## src/hw/video_read_pkg.sv

```systemverilog
package video_read_pkg;

	// Bus widths
	localparam int AXI_ADDR_W = 32;
	localparam int AXI_DATA_W = 32;

	// Image geometry fields
	localparam int IMG_W_BITS = 12;
	localparam int IMG_H_BITS = 12;
	// Four 8-bit pixels per data word
	localparam int PIXELS_PER_WORD = 4;
	localparam int BYTES_PER_WORD = 4;

	// AXI encodings
	localparam logic [2:0] ARSIZE_WORD = 3'b010;
	localparam logic [1:0] ARBURST_INCR = 2'b01;
	// RRESP[1] is set for both SLVERR and DECERR
	localparam int RRESP_SLVERR_BIT = 1;

endpackage
```

## src/hw/line_fifo.sv

```systemverilog
`timescale 1ns/1ps

module line_fifo #(
	parameter int FIFO_AW = 4
) (
	input  logic M_AXI_ACLK,
	input  logic M_AXI_ARESETN,
	input  logic wr_en,
	input  logic [video_read_pkg::AXI_DATA_W-1:0] din,
	input  logic din_sof,
	input  logic din_eol,
	output logic full,
	output logic [FIFO_AW:0] wr_data_count,
	input  logic rd_en,
	output logic m_valid,
	output logic [video_read_pkg::AXI_DATA_W-1:0] m_data,
	output logic m_sof,
	output logic m_eol
);
	import video_read_pkg::*;

	localparam int DEPTH = 1 << FIFO_AW;

	// Entry is {sof, eol, data}
	logic [AXI_DATA_W+1:0] mem [DEPTH];
	logic [FIFO_AW-1:0] wr_ptr;
	logic [FIFO_AW-1:0] rd_ptr;
	logic [FIFO_AW:0] count;
	logic do_wr;
	logic do_rd;

	// Top count bit is only set at DEPTH
	assign full = count[FIFO_AW];
	assign wr_data_count = count;
	assign m_valid = (count != '0);
	assign do_wr = wr_en & ~full;
	assign do_rd = rd_en & m_valid;

	// First word falls through
	assign {m_sof, m_eol, m_data} = mem[rd_ptr];

	always_ff @(posedge M_AXI_ACLK) begin
		if (do_wr)
			mem[wr_ptr] <= {din_sof, din_eol, din};
	end

	always_ff @(posedge M_AXI_ACLK) begin
		if (!M_AXI_ARESETN) begin
			wr_ptr <= '0;
			rd_ptr <= '0;
			count <= '0;
		end else begin
			if (do_wr)
				wr_ptr <= wr_ptr + 1'b1;
			if (do_rd)
				rd_ptr <= rd_ptr + 1'b1;
			case ({do_wr, do_rd})
				2'b10: count <= count + 1'b1;
				2'b01: count <= count - 1'b1;
				default: count <= count;
			endcase
		end
	end

	a_no_read_empty: assert property (@(posedge M_AXI_ACLK) disable iff (!M_AXI_ARESETN)
		rd_en |-> m_valid);

endmodule

```

## config.mk

```make
export PLATFORM = sky130hd
export DESIGN_NAME = line_fifo
export DESIGN_NICKNAME = d
export VERILOG_FILES = /design/src/hw/video_read_pkg.sv /design/src/hw/line_fifo.sv
export SDC_FILE = /design/constraint.sdc
export NUM_CORES = 1
export LEC_CHECK = 0
export BUFFER_PORTS_ARGS = -buffer_cell sky130_fd_sc_hd__buf_2
export CAP_MARGIN = 20
export CORE_MARGIN = 4
export CORE_UTILIZATION = 30
export DETAILED_ROUTE_END_ITERATION = 10
export GPL_TIMING_DRIVEN = 0
export SLEW_MARGIN = 10
export SYNTH_ARGS = -nofsm -noshare
export SYNTH_HDL_FRONTEND = slang
export SYNTH_SLANG_ARGS = --single-unit
```

## constraint.sdc

```tcl
create_clock -name M_AXI_ACLK -period 3.8 [get_ports M_AXI_ACLK]
set_clock_uncertainty 0.15 [all_clocks]
set_input_delay 0 -clock M_AXI_ACLK [delete_from_list [all_inputs] [get_ports M_AXI_ACLK]]
set_output_delay 0 -clock M_AXI_ACLK [all_outputs]
set_load 0.005 [all_outputs]
```

==> results.ini <==
[critical_path]
crit_chain=clkbuf_1 -> nor3_1 -> a21boi_1 -> ha_1 -> buf_2 -> xor2_1 -> ha_1 -> a31o_2 -> xnor2_1 -> or3_1 -> a21boi_0 -> dlygate4sd3_1
required_ns=4.19
worstSetupStartpointType=flop
r2r_start=wr_data_count[1]
worst_path_largest_cell_delay_ns=0.56
cpMostUsedCell=ha_1
crit_slowest_cell=dlygate4sd3_1
path_buf_inv=3
arrival_ns=3.91
reg2reg_slack_ns=0.29
reg2regPathDepth=12
path_delay_family=buffers and inverters
cp_max_fo=8
cp-end-kind=flop
r2r_end=wr_data_count[2]
worstSetupPathType=reg2reg

[floorplanning]
start_util=0.3041
coreArea_um2=70270
dieWidth_um=274.9
dieArea_um2=75560
row_count=97
die_h_um=274.9
io_pins=79

[global_route]
grt_usage=0.1310
grt_pass1_vias=10280
grt_overflow=0
grt_max_degree=20
grt_pass1_wl_um=72050
antenna_found_initial=2

[timing]
maxSlewViolCount=0
tightest_slew_ns=0.9741
grt_setup_unrepaired=no
setup_slack_ns=0.2885
setup_tns_ns=0
finalSetupViolations=0
fmax_ghz=0.2848
relSlewSlack=0.3506
period_minus_slack_ns=3.511
period_share=0.9241
worst_hold_slack_ns=0.1441
hold_violations=0

[finish]
drive_gt1_frac=0.3673
nFillCells=6307
syn2layout_area_growth_pct=21.41
fin_area_um2=25940
fin_nets=1129
finalNonFillerCells=2071

[detailed_routing]
firstDrtPassIters=5
route.detailed.drc=0
drt-initial-drc-count=963
antenna_left=0
avgRoutedWirePerCell_um=23.87
vias_per_cell=4.786
routed_wl_um=49430
vias=9912

[clocking]
tritoncts=done
max-clock-path-buffers=3
cts_resized=0
clk_latency_ns=0.60
cts_made_buffers=56
numClockSinks=561
clkSlewWorstSetupHoldPaths_ns=0.07
cts_root_buffer=clkbuf_16
ctsHtreeMaxLevel=2

[run]
maxCapViolCount=0

[synthesis]
yosys_warnings=0
synthSimpleGateAreaFrac=0.01312
synth_top_family_by_area=multiplexers
synth-seq-cells=561
yosysUniqueCellTypes=39
synth_nets=914
netlist_area_um2=21370
synth_edf_count=544
synth_adder_area_share=0.004684
synth-main-ff-cell=edfxtp_1
yosysSeqAreaShare=0.7804
synth_xor_area_frac=0.003279
async_reset_ff_frac=0
synth_mux_area_frac=0.1801
synthCells=868
syn_area_per_cell_um2=24.62
synth_compound_area_frac=0.005562

[pwr]
switching_share=0.2389
irDropWorstVdd_mv=0.3368
powerDensity_nw_per_um2=576.7
p_switching_mw=3.574
leakage_nw=8.069
combPwrFrac=0.163
internal_power_mw=11.39
p_clk_frac=0.367
seq_power_share=0.470

[placement]
placed_cell_area_um2=23740
pre_cts_slack_ns=0.5662
io_buffer_count=78
hpwlAfterDp_um=31680
dp.cells=1927
routabilityCongestion=0.6847

[hold_path]
hold_depth=3
hold_start=M_AXI_ARESETN
whs_endpoint=wr_data_count[4]
hold_path_class=in2reg

[status]
status=finished clean

## power groups by stage
| stage | Combinational [mW] | Clock (mW) | Sequential [mW] |
|---|---|---|---|
| 6_report | 2.44 | 5.48 | 7.03 |
| 5_1_grt | 2.66 | 5.85 | 7.05 |
| 4_1_cts | 2.53 | 5.59 | 7.03 |
| 3_5_place_dp | 2.48 | 0 | 7.17 |
| 3_3_place_gp | 2.38 | 0 | 7.19 |
| 2_1_floorplan | 1.55 | 0 | 7.16 |
## Yosys cell counts (2+ instances only)
cell	instances	area share
clkbuf_1	19	0.0033
and2_1	10	0.0029
nor3_1	5	0.0012
buf_2	19	0.0044
mux4_2	170	0.18
a21boi_0	3	0.0011
dfxtp_1	17	0.016
xor2_1	2	0.00082
nand2_1	12	0.0021
ha_1	8	0.0047
xnor2_1	6	0.0025
nand3_1	2	0.00047
edfxtp_1	544	0.76
nor2b_1	4	0.0012
buf_8	5	0.0035
mux2i_1	2	0.00094
nor2_1	13	0.0023
inv_1	2	0.00035
nand2b_1	3	0.00088
nand4_1	2	0.00059
a21boi_1	2	0.00070
## placed cells by master (no fill, tap or decap), drive strengths merged, types with 3 or more instances in the layout
cell type	n
a21boi	5
bufinv	7
nor2	13
ha	8
edfxtp	544
nand2	12
inv	5
xnor2	6
mux4	170
nor2b	4
dlygate4sd3	38
clkbuf	85
dfxtp	17
nand2b	3
nor3	5
buf	146
and2	10
clkinv	28
## worst register-to-register path: stages, from the launching register on
cell and delay, ns:
dfxtp_1 0.33, clkbuf_1 0.27, nor3_1 0.11, a21boi_1 0.46, ha_1 0.27, buf_2 0.19, xor2_1 0.08, ha_1 0.21
a31o_2 0.24, xnor2_1 0.13, or3_1 0.30, a21boi_0 0.16, dlygate4sd3_1 0.56
## stage by stage
step,utilization,power [mW]
2_1_floorplan,-,8.711
3_3_place_gp,0.3264,9.569
3_5_place_dp,0.3378,9.645
4_1_cts,0.3692,15.16
5_1_grt,0.3692,15.55
6_report,0.3692,14.96
## worst max-delay path by stage
stage / start / to / slack, ns / cells past startpoint
after detailed placement: wr_data_count[1] / wr_data_count[4] / 0.57 / 12
after global placement: wr_data_count[4] / mem[3][20] / -3.48 / 4
after global routing: wr_data_count[1] / wr_data_count[2] / 0.07 / 12
after floorplan: wr_data_count[4] / mem[3][0] / 0.09 / 4
after CTS: flop / m_data[0] / 0.24 / 6
final: wr_data_count[1] / wr_data_count[2] / 0.29 / 12
## state kept, by name, indices dropped and copies added, names as in the netlist, named ones only
name           cells
rd_ptr             4
mem              544
wr_data_count      5
wr_ptr             4
## cell families (layout without fill, tap and decap cells)
family	after synthesis	count (layout)
compound gates	15	15
xor+xnor	8	8
fa+ha+maj	8	8
buf+inv	49	311
flops	561	561
mux	172	172
other cells	0	1
simple gates	55	55
## area by class of cell
| type | instances | area [µm²] | area share |
|---|---|---|---|
| tap | 940 | 1176 | 0.04533 |
| antenna | 1 | 2.502 | 0.00009646 |
| sequential | 561 | 16680 | 0.6428 |
| buffer | 46 | 264.0 | 0.01018 |
| clock buffer | 66 | 1460 | 0.05628 |
| inverter | 3 | 11.26 | 0.0004340 |
| multi-input combinational | 258 | 4528 | 0.1745 |
| timing repair buffer | 157 | 1461 | 0.05633 |
| clock inverter | 39 | 364.1 | 0.01403 |
## timing repair
item,CTS,global route
hold buffers,38,0
endpoints found under the hold margin,561,0
setup buffers,0,0
## layer usage
metal | global-route usage | share of wire
met1 | 0.1837 | 0.44
met2 | 0.2150 | 0.49
met3 | 0.02773 | 0.062
met4 | 0.02345 | 0.012
met5 | 0 | 0.00026
(Power assumes the default switching activity.)
