## src/hw/video_read_pkg.sv

```systemverilog
package video_read_pkg;

	// Bus widths
	localparam int AXI_ADDR_W = 32;
	localparam int AXI_DATA_W = 32;

	// Image geometry fields
	localparam int IMG_W_BITS = 12;
	localparam int IMG_H_BITS = 12;
	// Four 8-bit pixels per data word
	localparam int PIXELS_PER_WORD = 4;
	localparam int BYTES_PER_WORD = 4;

	// AXI encodings
	localparam logic [2:0] ARSIZE_WORD = 3'b010;
	localparam logic [1:0] ARBURST_INCR = 2'b01;
	// RRESP[1] is set for both SLVERR and DECERR
	localparam int RRESP_SLVERR_BIT = 1;

endpackage
```

## src/hw/frame_reader.sv

```systemverilog
`timescale 1ns/1ps

module frame_reader #(
	parameter int BURST_LEN = 4,
	parameter int FIFO_AW = 4
) (
	input  logic M_AXI_ACLK,
	input  logic M_AXI_ARESETN,
	input  logic soft_resetn,
	output logic resetting,
	input  logic fsync,
	output logic frame_pulse,
	input  logic [video_read_pkg::AXI_ADDR_W-1:0] base_addr,
	input  logic [video_read_pkg::IMG_W_BITS-1:0] img_width,
	input  logic [video_read_pkg::IMG_H_BITS-1:0] img_height,
	output logic ar_req,
	output logic [video_read_pkg::AXI_ADDR_W-1:0] ar_addr,
	input  logic ar_ack,
	input  logic r_valid,
	input  logic [video_read_pkg::AXI_DATA_W-1:0] r_data,
	input  logic r_last,
	input  logic r_err,
	output logic rready,
	output logic wr_en,
	output logic [video_read_pkg::AXI_DATA_W-1:0] dout,
	output logic sof,
	output logic eol,
	input  logic full,
	input  logic [FIFO_AW:0] wr_data_count,
	output logic err
);
	import video_read_pkg::*;

	localparam int CNT_W = FIFO_AW + 1;
	localparam logic [CNT_W-1:0] BURST_WORDS = CNT_W'(BURST_LEN);
	localparam logic [AXI_ADDR_W-1:0] BURST_BYTES = AXI_ADDR_W'(BURST_LEN * BYTES_PER_WORD);
	localparam logic [IMG_W_BITS-1:0] PIX_STEP = IMG_W_BITS'(PIXELS_PER_WORD);

	logic soft_resetn_d1;
	logic start_pulse;
	logic burst_active;
	logic busy;
	logic rnext;
	logic in_frame;
	logic sof_pend;
	logic last_word;
	// Pixels left in the row and rows left in the frame
	logic [IMG_W_BITS-1:0] col_left;
	logic [IMG_H_BITS-1:0] row_left;

	assign busy = start_pulse | burst_active;
	assign rready = busy;
	assign rnext = r_valid & rready;
	assign last_word = (col_left == '0) && (row_left == '0);

	assign frame_pulse = ~busy & ~in_frame & fsync & soft_resetn;

	// Beats drained during a soft reset are dropped
	assign wr_en = rnext & ~resetting;
	assign dout = r_data;
	assign sof = sof_pend;
	assign eol = in_frame & (col_left == '0);

	// ------------------------------
	// Soft reset
	// ------------------------------
	always_ff @(posedge M_AXI_ACLK) begin
		if (!M_AXI_ARESETN) begin
			soft_resetn_d1 <= 1'b0;
			resetting <= 1'b1;
		end else begin
			soft_resetn_d1 <= soft_resetn;
			if (soft_resetn_d1 && !soft_resetn)
				resetting <= 1'b1;
			else if (!busy)
				resetting <= 1'b0;
		end
	end

	// ------------------------------
	// Burst scheduling
	// ------------------------------
	// Start only when a whole burst fits in the FIFO
	always_ff @(posedge M_AXI_ACLK) begin
		if (!M_AXI_ARESETN)
			start_pulse <= 1'b0;
		else
			start_pulse <= ~busy & ~resetting & (in_frame | fsync) & soft_resetn
				& (wr_data_count < BURST_WORDS);
	end

	always_ff @(posedge M_AXI_ACLK) begin
		if (!M_AXI_ARESETN) begin
			burst_active <= 1'b0;
			ar_req <= 1'b0;
		end else begin
			if (start_pulse)
				burst_active <= 1'b1;
			else if (rnext && r_last)
				burst_active <= 1'b0;
			if (start_pulse)
				ar_req <= 1'b1;
			else if (ar_ack)
				ar_req <= 1'b0;
		end
	end

	// Next burst address, back to base after the last burst of a frame
	always_ff @(posedge M_AXI_ACLK) begin
		if (start_pulse && !in_frame)
			ar_addr <= base_addr;
		else if (rnext && r_last)
			ar_addr <= last_word ? base_addr : ar_addr + BURST_BYTES;
	end

	// ------------------------------
	// Frame position
	// ------------------------------
	always_ff @(posedge M_AXI_ACLK) begin
		if (!M_AXI_ARESETN || resetting) begin
			col_left <= '0;
			row_left <= '0;
			in_frame <= 1'b0;
			sof_pend <= 1'b0;
		end else if (start_pulse && !in_frame) begin
			col_left <= img_width - PIX_STEP;
			row_left <= img_height - 1'b1;
			in_frame <= 1'b1;
			sof_pend <= 1'b1;
		end else if (rnext) begin
			if (col_left != '0) begin
				col_left <= col_left - PIX_STEP;
			end else if (row_left != '0) begin
				col_left <= img_width - PIX_STEP;
				row_left <= row_left - 1'b1;
			end else begin
				in_frame <= 1'b0;
			end
			sof_pend <= 1'b0;
		end
	end

	// Sticky until hard reset
	always_ff @(posedge M_AXI_ACLK) begin
		if (!M_AXI_ARESETN)
			err <= 1'b0;
		else if (rnext && r_err)
			err <= 1'b1;
	end

	a_ar_req_hold: assert property (@(posedge M_AXI_ACLK) disable iff (!M_AXI_ARESETN)
		ar_req && !ar_ack |=> ar_req && $stable(ar_addr));

	a_no_write_full: assert property (@(posedge M_AXI_ACLK) disable iff (!M_AXI_ARESETN)
		!(wr_en && full));

endmodule

```

## config.mk

```make
export PLATFORM = sky130hd
export DESIGN_NAME = frame_reader
export DESIGN_NICKNAME = d
export VERILOG_FILES = /design/src/hw/video_read_pkg.sv /design/src/hw/frame_reader.sv
export SDC_FILE = /design/constraint.sdc
export NUM_CORES = 1
export LEC_CHECK = 0
export ABC_AREA = 1
export BUFFER_PORTS_ARGS = -buffer_cell sky130_fd_sc_hd__buf_4
export CORE_UTILIZATION = 48
export DETAILED_ROUTE_END_ITERATION = 6
export PLACE_DENSITY = 0.81
export SLEW_MARGIN = 5
export SYNTH_ARGS = -nofsm -noshare
export SYNTH_HDL_FRONTEND = slang
export SYNTH_SLANG_ARGS = --single-unit
export TNS_END_PERCENT = 10
```

## constraint.sdc

```tcl
create_clock -name M_AXI_ACLK -period 4.5 [get_ports M_AXI_ACLK]
set_input_delay 0.225 -clock M_AXI_ACLK [delete_from_list [all_inputs] [get_ports M_AXI_ACLK]]
set_output_delay 0.225 -clock M_AXI_ACLK [all_outputs]
set_load 0.1 [all_outputs]
```

==> key figures, run 1 <==
Worst setup path
  • Critical path class: flop to flop
  • CP max stage cell: inv_1
  • Worst setup SP type: flop
  • CP required: 4610 ps
  • CP Capture Type: flop
  • Register-to-Register Path Depth: 13
  • Worst Path Arrival: 2990 ps
  • Crit-path cells: inv_1 -> ha_1 -> inv_1 -> nor2_1 -> nand3_1 -> nor2_4 -> inv_2 -> nand2_1 -> nand2_2 -> inv_1 -> nor2_1 -> nand2_1 -> nand2_1
  • Crit path max fanout: 41
  • Crit-path max cell delay: 570 ps

Synth
  • Post-synth top area cell: edfxtp_1
  • Main combinational cell family by area after synthesis: simple AND/OR/NAND/NOR gates
  • Post-Synth XOR/XNOR Area: 6.034%
  • Compound-Gate Fraction of Synth Area: 9.149%
  • Mapped cell area: 0.004499 mm2
  • Net Count, Synth: 760
  • Syn avg cell area: 6.890 um2
  • Ys Warns: 0
  • Mapped Cells: 653
  • FF+latch count, synth: 64
  • Post-synth top area share: 21.36%
  • Synth Area in Simple Gates: 32.79%
  • Mux cell area share after synthesis: 0%
  • Post-synthesis sequential area ratio: 35.60%
  • Post-Synth Adder-Cell Area: 1.390%
  • Top cells by area, synth: edfxtp_1 (21%), dfxtp_1 (14%), nand2_1 (14%)
  • Post-synthesis cell type count: 34

GRT
  • Total GRT Usage: 22.75%
  • Global route total overflow: 0
  • Number of global-route vias before repair: 4,032
  • Largest net degree at the start of global routing: 42
  • First-pass GRT wire length: 17,680 um
  • Antenna violations before repair: 0

Routing
  • DR iter-0 viols: 136
  • Antenna Nets Post-Route: 0
  • Routed vias: 4,276
  • First-pass DRT Iterations: 5
  • Total wire length: 10,690 um
  • DRC: 0
  • Vias/cell: 5.121
  • WL/cell: 12.80 um

Placed design
  • Port bufs: 106
  • DPL Wire Length: 8052 um
  • Placer congestion estimate: 0.9526

STA
  • Setup_tns: 0 ps
  • Slew margin rel.: 23.41%
  • Period utilisation layout: 63.80%
  • RSZ-0062 raised after global routing: no
  • Slew Viols, Final: 0
  • Final hold violations: 0
  • Setup violations, final: 0
  • Clock Skews: 17.08 ps
  • Fin Hold WS: 103.3 ps
  • Worst Tran Pin Value: 1146 ps
  • Final Critical Period: 2871 ps
  • Fmax achieved: 348.3 MHz

Run status
  • Status: completed

Power
  • PwrDens: 246.5 mW/mm2
  • Worst vdd ir: 0.1576 mV
  • Lkg Pwr: 2.638 nW

Layout
  • ANT cells: 0
  • Most frequent cells in the layout: nand2_1 (163), buf_4 (107), nor2_1 (88)
  • Total Nets Final: 829
  • Most common cell after layout, fill and taps aside: nand2_1
  • Fill cells: 808
  • Share of layout cells above drive strength 1: 20.50%
  • Area delta synth->final: 17.44%

Clock tree
  • Post-CTS resize count: 0
  • Clk sinks: 64
  • Hold_buf cts: 0
  • Clock Tree Root: clkbuf_8
  • Clock slew at reported path FFs: 80 ps
  • Max H-tree Level: 3
  • Post-CTS Setup Bufs: 0
  • Max Root-Sink Buffers: 2
  • CTS Buf Count: 9
  • Clock Latency Late Sink: 350 ps
  • CTS tree: built

Floorplan
  • Starting density of the core: 50.61%
  • Io pins: 174
  • Core area: 0.008891 mm2
  • Die extent in x: 98.82 um
  • DIE AREA: 0.009764 mm2
  • Die Ht: 98.82 um
  • Rows: 34

Worst hold path
  • Hold path depth: 3
  • Hold Path Class: input port to flop

Job
  • Number of max-cap violations: 0
==> stage by stage <==
stage                     cell area, um2  power [W]  utilization, %  setup WS (ps)  instances
after floorplan                     4499  0.0008542               -           1810        653
final                               5284   0.001302           59.43           1629        835
after global placement              5080  0.0007814           57.13           1665        819
after global routing                5284   0.001353           59.43           1206        835
after CTS                           5284   0.001311           59.43           1605        835
after detailed placement            5080  0.0007854           57.13           1597        819
==> worst max-delay path, delay by kind of cell (launching register included) <==
family                     cells  cell delay (ps)
adders and majority gates      1              170
DFF                            1              310
buffers and inverters          4              790
and+or+nand+nor                8             1380
==> registers in the layout, summed over array words and instances, names as in the netlist <==
register        cells
start_pulse         1
sof                 1
burst_active        1
ar_req              1
soft_resetn_d1      1
ar_addr            32
in_frame            1
row_left           12
err                 1
resetting           1
col_left           12
==> cell usage after synthesis <==
cell	number
dfxtp_1	32
a31oi_1	1
nand3b_1	9
nor4_1	1
nand4_1	8
o211ai_1	2
nand2_4	1
buf_4	35
nor2_4	1
a21oi_2	1
or2_2	5
inv_2	5
xor2_1	24
buf_8	1
buf_6	3
nor3_1	6
o21bai_1	2
clkbuf_1	3
nor2_1	88
o21ai_1	10
or2_0	1
nand3_2	2
nand3_1	41
a21oi_1	23
xnor2_1	7
ha_1	5
nand2_1	163
inv_1	80
nand2_2	7
buf_2	7
edfxtp_1	32
o2111a_1	1
o21ai_0	38
nor2_2	8
==> report_power, final <==
group | internal (W) | switching (W)
clock network | 0.000308 | 0.000222
registers | 0.000618 | 0.00000359
logic | 0.0000666 | 0.0000847
total | 0.000992 | 0.000310
==> cell families after synthesis <==
logic type,Yosys count
and+or+nand+nor,341
buffers and inverters,134
AOI/OAI and AO/OA,78
DFF,64
xor gates and xnor gates,31
adders and majority gates,5
==> cell type report <==
cell class | count | area (um2) | area share [%]
multi-input combinational | 455 | 2221 | 42.03
sequential | 64 | 1602 | 30.31
timing repair buffer | 107 | 803.3 | 15.20
inverter | 85 | 319.1 | 6.038
tap | 108 | 135.1 | 2.557
clock buffer | 11 | 131.4 | 2.486
clock inverter | 5 | 72.57 | 1.373
==> metal layers <==
metal  global-route usage [%]  vias up  share of wire, %
met5                        0        -                 0
met4                    10.68        0               2.7
met2                    38.35      176                46
li1                         -     2183                 -
met3                    5.248       24               7.5
met1                    27.52     1893                43
==> final timing paths <==
check | endpoint | slack (ps) | startpoint
worst max-delay path | ar_addr[16] | 1630 | col_left[2]
worst max register to register | ar_addr[16] | 1630 | col_left[2]
worst min-delay path | col_left[1] | 100 | img_width[1]
worst min register to register | ar_req | 470 | ar_req
Note: power is estimated with default switching activity, not from simulation.
==> inputs of run 2 (changes only) <==
--- a/config.mk
+++ b/config.mk
@@ -5,11 +5,11 @@
 export SDC_FILE = /design/constraint.sdc
 export NUM_CORES = 1
 export LEC_CHECK = 0
-export ABC_AREA = 1
+export ABC_AREA = 0
 export BUFFER_PORTS_ARGS = -buffer_cell sky130_fd_sc_hd__buf_4
-export CORE_UTILIZATION = 48
+export CORE_UTILIZATION = 44
 export DETAILED_ROUTE_END_ITERATION = 6
-export PLACE_DENSITY = 0.81
+export PLACE_DENSITY = 0.79
 export SLEW_MARGIN = 5
 export SYNTH_ARGS = -nofsm -noshare
 export SYNTH_HDL_FRONTEND = slang
==> constraint.sdc (replaced) <==
create_clock -name M_AXI_ACLK -period 2.4 [get_ports M_AXI_ACLK]
set_input_delay 0.12 -clock M_AXI_ACLK [delete_from_list [all_inputs] [get_ports M_AXI_ACLK]]
set_output_delay 0.12 -clock M_AXI_ACLK [all_outputs]
set_load 0.1 [all_outputs]
==> run 2 against run 1 <==
  * Worst setup slack lost 1500 ps
  * Maximum frequency up 27%
  * Largest power group unchanged
  * Synthesized cell count down 26%
  * Via count is 9.4% lower
  * Core utilization fell by 2.6 points
==> key figures, run 2 <==
Run status
  • Status: completed

Routing
  • Vias/cell: 5.458
  • WL/cell: 14.85 um
  • Antenna Nets Post-Route: 0
  • DR iter-0 viols: 181
  • Total wire length: 10,540 um
  • First-pass DRT Iterations: 4
  • Routed vias: 3,875
  • DRC: 0

Placed design
  • Placer congestion estimate: 0.9310
  • Port bufs: 106
  • DPL Wire Length: 8158 um

GRT
  • M1 GR Usage: 27.09%
  • Total GRT Usage: 21.35%
  • Antenna violations before repair: 0
  • Largest net degree at the start of global routing: 32
  • First-pass GRT wire length: 17,170 um
  • Global route total overflow: 0
  • Met2 usage: 35.67%
  • Most Used Layer, Global Route: met2
  • Number of global-route vias before repair: 3,668
  • Met3 Resource Use GR: 4.805%

Synth
  • Top post-synthesis cells by count: nand2_1 (49), nor2_1 (44), o21ai_0 (44)
  • Ys Warns: 0
  • Syn avg cell area: 8.797 um2
  • Post-synth top area share: 22.66%
  • Post-synthesis cell type count: 57
  • Post-synth top area cell: edfxtp_1
  • Top FF cell, synth: edfxtp_1
  • Number of synthesized flops with an enable pin: 32
  • Mapped cell area: 0.004240 mm2
  • Post-synthesis sequential area ratio: 37.77%
  • Async SR Flop Fraction: 0%
  • Top cells by area, synth: edfxtp_1 (23%), dfxtp_1 (15%), xor2_1 (6.8%)
  • Mapped Cells: 482
  • Net Count, Synth: 589
  • Most numerous cell in the Yosys netlist: nand2_1
  • FF+latch count, synth: 64

STA
  • RSZ-0062 raised after global routing: no
  • Fin Hold WS: 22.20 ps
  • Worst Tran Pin Value: 552.7 ps
  • Clock Skews: 10.52 ps
  • Slew Viols, Final: 0
  • Slew margin rel.: 62.10%
  • Fmax achieved: 440.9 MHz
  • Setup violations, final: 0
  • Final hold violations: 0
  • Final Critical Period: 2268 ps
  • Period utilisation layout: 94.50%

Worst setup path
  • Crit-path max cell delay: 440 ps
  • CP Capture Type: flop
  • Crit path max fanout: 31
  • CP required: 2460 ps
  • Worst Path Arrival: 2330 ps
  • CP max stage cell: nor4_1
  • Worst setup SP type: flop
  • Critical path class: flop to flop
  • Crit-path cells: nor4_1 -> and4_1 -> and2_1 -> or2_2 -> buf_4 -> o21ai_0

Layout
  • ANT cells: 0
  • Total Nets Final: 684
  • Top flop regs: ar_addr x32, col_left x12, row_left x12
  • Most frequent cells in the layout: buf_4 (129), nand2_1 (49), nor2_1 (44), o21ai_0 (44), xor2_1 (33)
  • Area delta synth->final: 24.31%
  • Most common cell after layout, fill and taps aside: buf_4
  • Largest Register: ar_addr
  • Max reg flops: 32
  • Share of layout cells above drive strength 1: 27.37%
  • Final Core Density: 56.78%

Floorplan
  • DIE AREA: 0.01003 mm2
  • Io pins: 174
  • Die Ht: 100.2 um
  • Die extent in x: 100.2 um
  • Starting density of the core: 45.67%
  • Core area: 0.009284 mm2
  • Rows: 35

Job
  • Number of max-cap violations: 0

Clock tree
  • Post-CTS Setup Bufs: 0
  • CTS Buf Count: 9
  • Clock slew at reported path FFs: 70 ps
  • Clock Latency Late Sink: 330 ps
  • Post-CTS resize count: 0
  • Clk sinks: 64
  • Hold_buf cts: 3
  • Max H-tree Level: 3
  • CTS tree: built
  • Max Root-Sink Buffers: 2
  • Clock Tree Root: clkbuf_8

Power
  • PwrDens: 437.7 mW/mm2
  • Worst vdd ir: 0.3109 mV
  • Lkg Pwr: 2.126 nW

Worst hold path
  • Hold Path Class: input port to flop
run 2: path summary, 6_finish.rpt:
path | startpoint | end | slack [ps] | depth (start not counted)
max | col_left[8] | ar_addr[12] | 130 | 6
min reg2reg | soft_resetn_d1 | resetting | 460 | 2
min | soft_resetn | soft_resetn_d1 | 20 | 2
max reg2reg | col_left[8] | ar_addr[12] | 130 | 6
run 2: worst max-delay path: cells and delay by family (launching register included):
family                 cells  cell delay [ps]
AND/OR/NAND/NOR            4             1210
flip-flops                 1              360
buffers and inverters      1              290
AO/OA/AOI/OAI              1              150
run 2: stage by stage:
stage / instance area, um2 / TNS [ps] / std cells / total power [W] / setup slack [ps]
after floorplan: 4253 / -406.0 / 482 / 0.001584 / -75.08
after global placement: 5066 / 0 / 692 / 0.001463 / 288.6
after detailed placement: 5066 / 0 / 692 / 0.001470 / 131.0
after CTS: 5271 / 0 / 710 / 0.002333 / 126.4
after global routing: 5271 / 0 / 710 / 0.002407 / 4.213
final: 5271 / 0 / 710 / 0.002307 / 131.9
run 2: cell families (layout without fill, tap and decap cells):
family	after synthesis	count (layout)	synth area share, %
buffers and inverters	56	155	8.439
and+or+nand+nor	197	197	25.20
muxes	11	11	2.744
AOI/OAI and AO/OA	97	97	13.63
DFF	64	64	37.77
xor gates and xnor gates	52	52	10.74
adders and majority gates	5	5	1.475
run 2: layout make-up:
type	instances	area [um2]
Clock buffer	9	123.9
Clock inverter	6	51.30
Fill cell	823	4013
Inverter	7	26.28
Multi-Input combinational cell	362	2288
Sequential cell	64	1602
Tap cell	129	161.4
Timing Repair Buffer	133	1018
run 2: metal layers:
| metal | part of all wire (%) | wire, um |
|---|---|---|
| met1 | 42 | 4456 |
| met2 | 48 | 5072 |
| met3 | 8.1 | 855 |
| met4 | 1.5 | 156 |
| met5 | 0 | 0 |
run 2: power breakdown:
group | total, W | internal [W] | leakage, nW | switching [W]
logic | 0.000286 | 0.000139 | 1.49 | 0.000147
clock network | 0.000858 | 0.000460 | 0.0914 | 0.000399
registers | 0.00116 | 0.00116 | 0.546 | 0.00000606
total | 0.00231 | 0.00176 | 2.13 | 0.000552
==> inputs of run 3 (changes only) <==
--- a/config.mk
+++ b/config.mk
@@ -9,6 +9,7 @@
 export BUFFER_PORTS_ARGS = -buffer_cell sky130_fd_sc_hd__buf_4
 export CORE_UTILIZATION = 44
 export DETAILED_ROUTE_END_ITERATION = 6
+export HOLD_SLACK_MARGIN = 0.05
 export PLACE_DENSITY = 0.79
 export SLEW_MARGIN = 5
 export SYNTH_ARGS = -nofsm -noshare
==> run 3 against run 2 <==
  * Non-clock buffer count rose by 9
  * Sequential share of layout area is 0.51 points lower
  * Wire length up 1.1%
  * Worst setup slack lost 2.8 ps
  * First-iteration DRC count increased by 15%
  * Maximum frequency down 0.12%
  * Critical path depth did not move
  * Cell count increased by 1.3%
  * Clock skew rose by 3.4 ps
  * Die area unchanged
  * Worst hold slack improved by 36 ps
==> key figures, run 3 (synthesized netlist as in run 2, its figures left out) <==
Worst setup path
  • CP max stage cell: nor4_1
  • Register-to-Register Path Depth: 6
  • Worst Path Arrival: 2330 ps
  • Worst setup SP type: flop
  • Worst R2R End: ar_addr[12]
  • R2r startpoint: col_left[8]
  • CP required: 2460 ps
  • Critical path class: flop to flop
  • Worst path buffer plus inverter count: 1
  • Crit-path cells: nor4_1 -> and4_1 -> and2_1 -> or2_2 -> buf_4 -> o21ai_0
  • Crit path max fanout: 31
  • CP Capture Type: flop
  • Top delay family on crit path: simple AND/OR/NAND/NOR gates
  • Crit-path max cell delay: 440 ps
  • Worst reg2reg setup slack: 130 ps

Worst hold path
  • Hold Path End: ar_addr[24]
  • Hold path depth: 3
  • Hold Path Class: input port to flop
  • Hold Path Origin: base_addr[24]

Power
  • PwrDens: 433.7 mW/mm2
  • Worst vdd ir: 0.3129 mV
  • Lkg Pwr: 2.164 nW
  • Total power: 0.002325 W

Floorplan
  • Starting density of the core: 45.67%
  • Core area: 0.009284 mm2
  • Die extent in x: 100.2 um
  • DIE AREA: 0.01003 mm2
  • Die Ht: 100.2 um
  • Rows: 35
  • Io pins: 174

Clock tree
  • CTS Buf Count: 9
  • Clk sinks: 64
  • Clock slew at reported path FFs: 80 ps
  • Max Root-Sink Buffers: 2
  • CTS tree: built
  • Clock Latency Late Sink: 330 ps
  • Clock Tree Root: clkbuf_8
  • Max H-tree Level: 3
  • Post-CTS Setup Bufs: 0

Routing
  • First-pass DRT Iterations: 5
  • Total wire length: 10,650 um
  • WL/cell: 14.82 um
  • Vias/cell: 5.433
  • Routed vias: 3,906
  • DRC: 0
  • Antenna Nets Post-Route: 0
  • DR iter-0 viols: 208

Placed design
  • Port bufs: 106
  • DPL Wire Length: 8158 um
  • Placer congestion estimate: 0.9310

Layout
  • Area delta synth->final: 26.44%
  • Max reg flops: 32
  • Final Core Density: 57.75%
  • Most common cell after layout, fill and taps aside: buf_4
  • Most frequent cells in the layout: buf_4 (129), nand2_1 (49), nor2_1 (44), o21ai_0 (44), xor2_1 (33)
  • Largest Register: ar_addr
  • Top flop regs: ar_addr x32, col_left x12, row_left x12
  • Total Nets Final: 693
  • Share of layout cells above drive strength 1: 26.95%
  • ANT cells: 0

STA
  • Final Critical Period: 2271 ps
  • Clock Skews: 13.93 ps
  • Slew Viols, Final: 0
  • RSZ-0062 raised after global routing: no
  • Setup violations, final: 0
  • Period utilisation layout: 94.62%
  • Final hold violations: 0
  • Worst Tran Pin Value: 566.2 ps
  • Fmax achieved: 440.4 MHz
  • Slew margin rel.: 61.17%

GRT
  • First-pass GRT wire length: 17,330 um
  • Largest net degree at the start of global routing: 32
  • Number of global-route vias before repair: 3,721
  • Global route total overflow: 0
  • Total GRT Usage: 21.53%
  • Antenna violations before repair: 0

Job
  • Number of max-cap violations: 0

Run status
  • Status: completed
-- run 3: worst max-delay path by stage --
stage,start,end,cells after the start
3_3_place_gp,in_frame,row_left[10],7
5_1_grt,col_left[8],ar_addr[22],6
3_5_place_dp,col_left[8],ar_addr[12],6
4_1_cts,col_left[8],ar_addr[12],6
6_report,col_left[8],ar_addr[12],6
2_1_floorplan,ar_addr[11],ar_addr[23],7
-- run 3: repair_timing --
item | CTS | global route
endpoints found under the hold margin | 11 | 1
gates resized for setup | 0 | 0
hold buffers | 11 | 1
-- run 3: per-stage QoR --
step | TNS, ps | setup slack, ps | instances | cell area, um2 | hold slack (ps)
floorplan | -406.0 | -75.08 | 482 | 4253 | 191.8
global placement | 0 | 288.6 | 692 | 5066 | 240.7
detailed placement | 0 | 131.0 | 692 | 5066 | 240.7
CTS | 0 | 126.4 | 718 | 5351 | 50.19
global route | 0 | 2.587 | 719 | 5361 | 55.93
finish | 0 | 129.1 | 719 | 5361 | 58.00
-- run 3: cell type report --
cell class	instances	area, um2
tap	129	161.4
clock buffer	9	123.9
multi-input combinational	362	2288
sequential	64	1602
fill	811	3923
timing repair buffer	142	1109
clock inverter	6	51.30
inverter	7	26.28
-- run 3: where the power goes --
group | internal (W) | leakage [nW] | switching, W
Clock | 0.000460 | 0.0914 | 0.000404
Combinational | 0.000148 | 1.53 | 0.000151
Sequential | 0.00116 | 0.546 | 0.00000600
-- run 3: worst register-to-register path, cell delays in order, from the launching register on --
cell	delay, ps
dfxtp_1	360
nor4_1	440
and4_1	420
and2_1	180
or2_2	170
buf_4	290
o21ai_0	150
-- run 3: per-layer routing --
layer  wire length, um  track usage, %
met1              4461           27.15
met2              5183           36.46
met3               848           4.805
met4               159           7.135
met5                 0               0
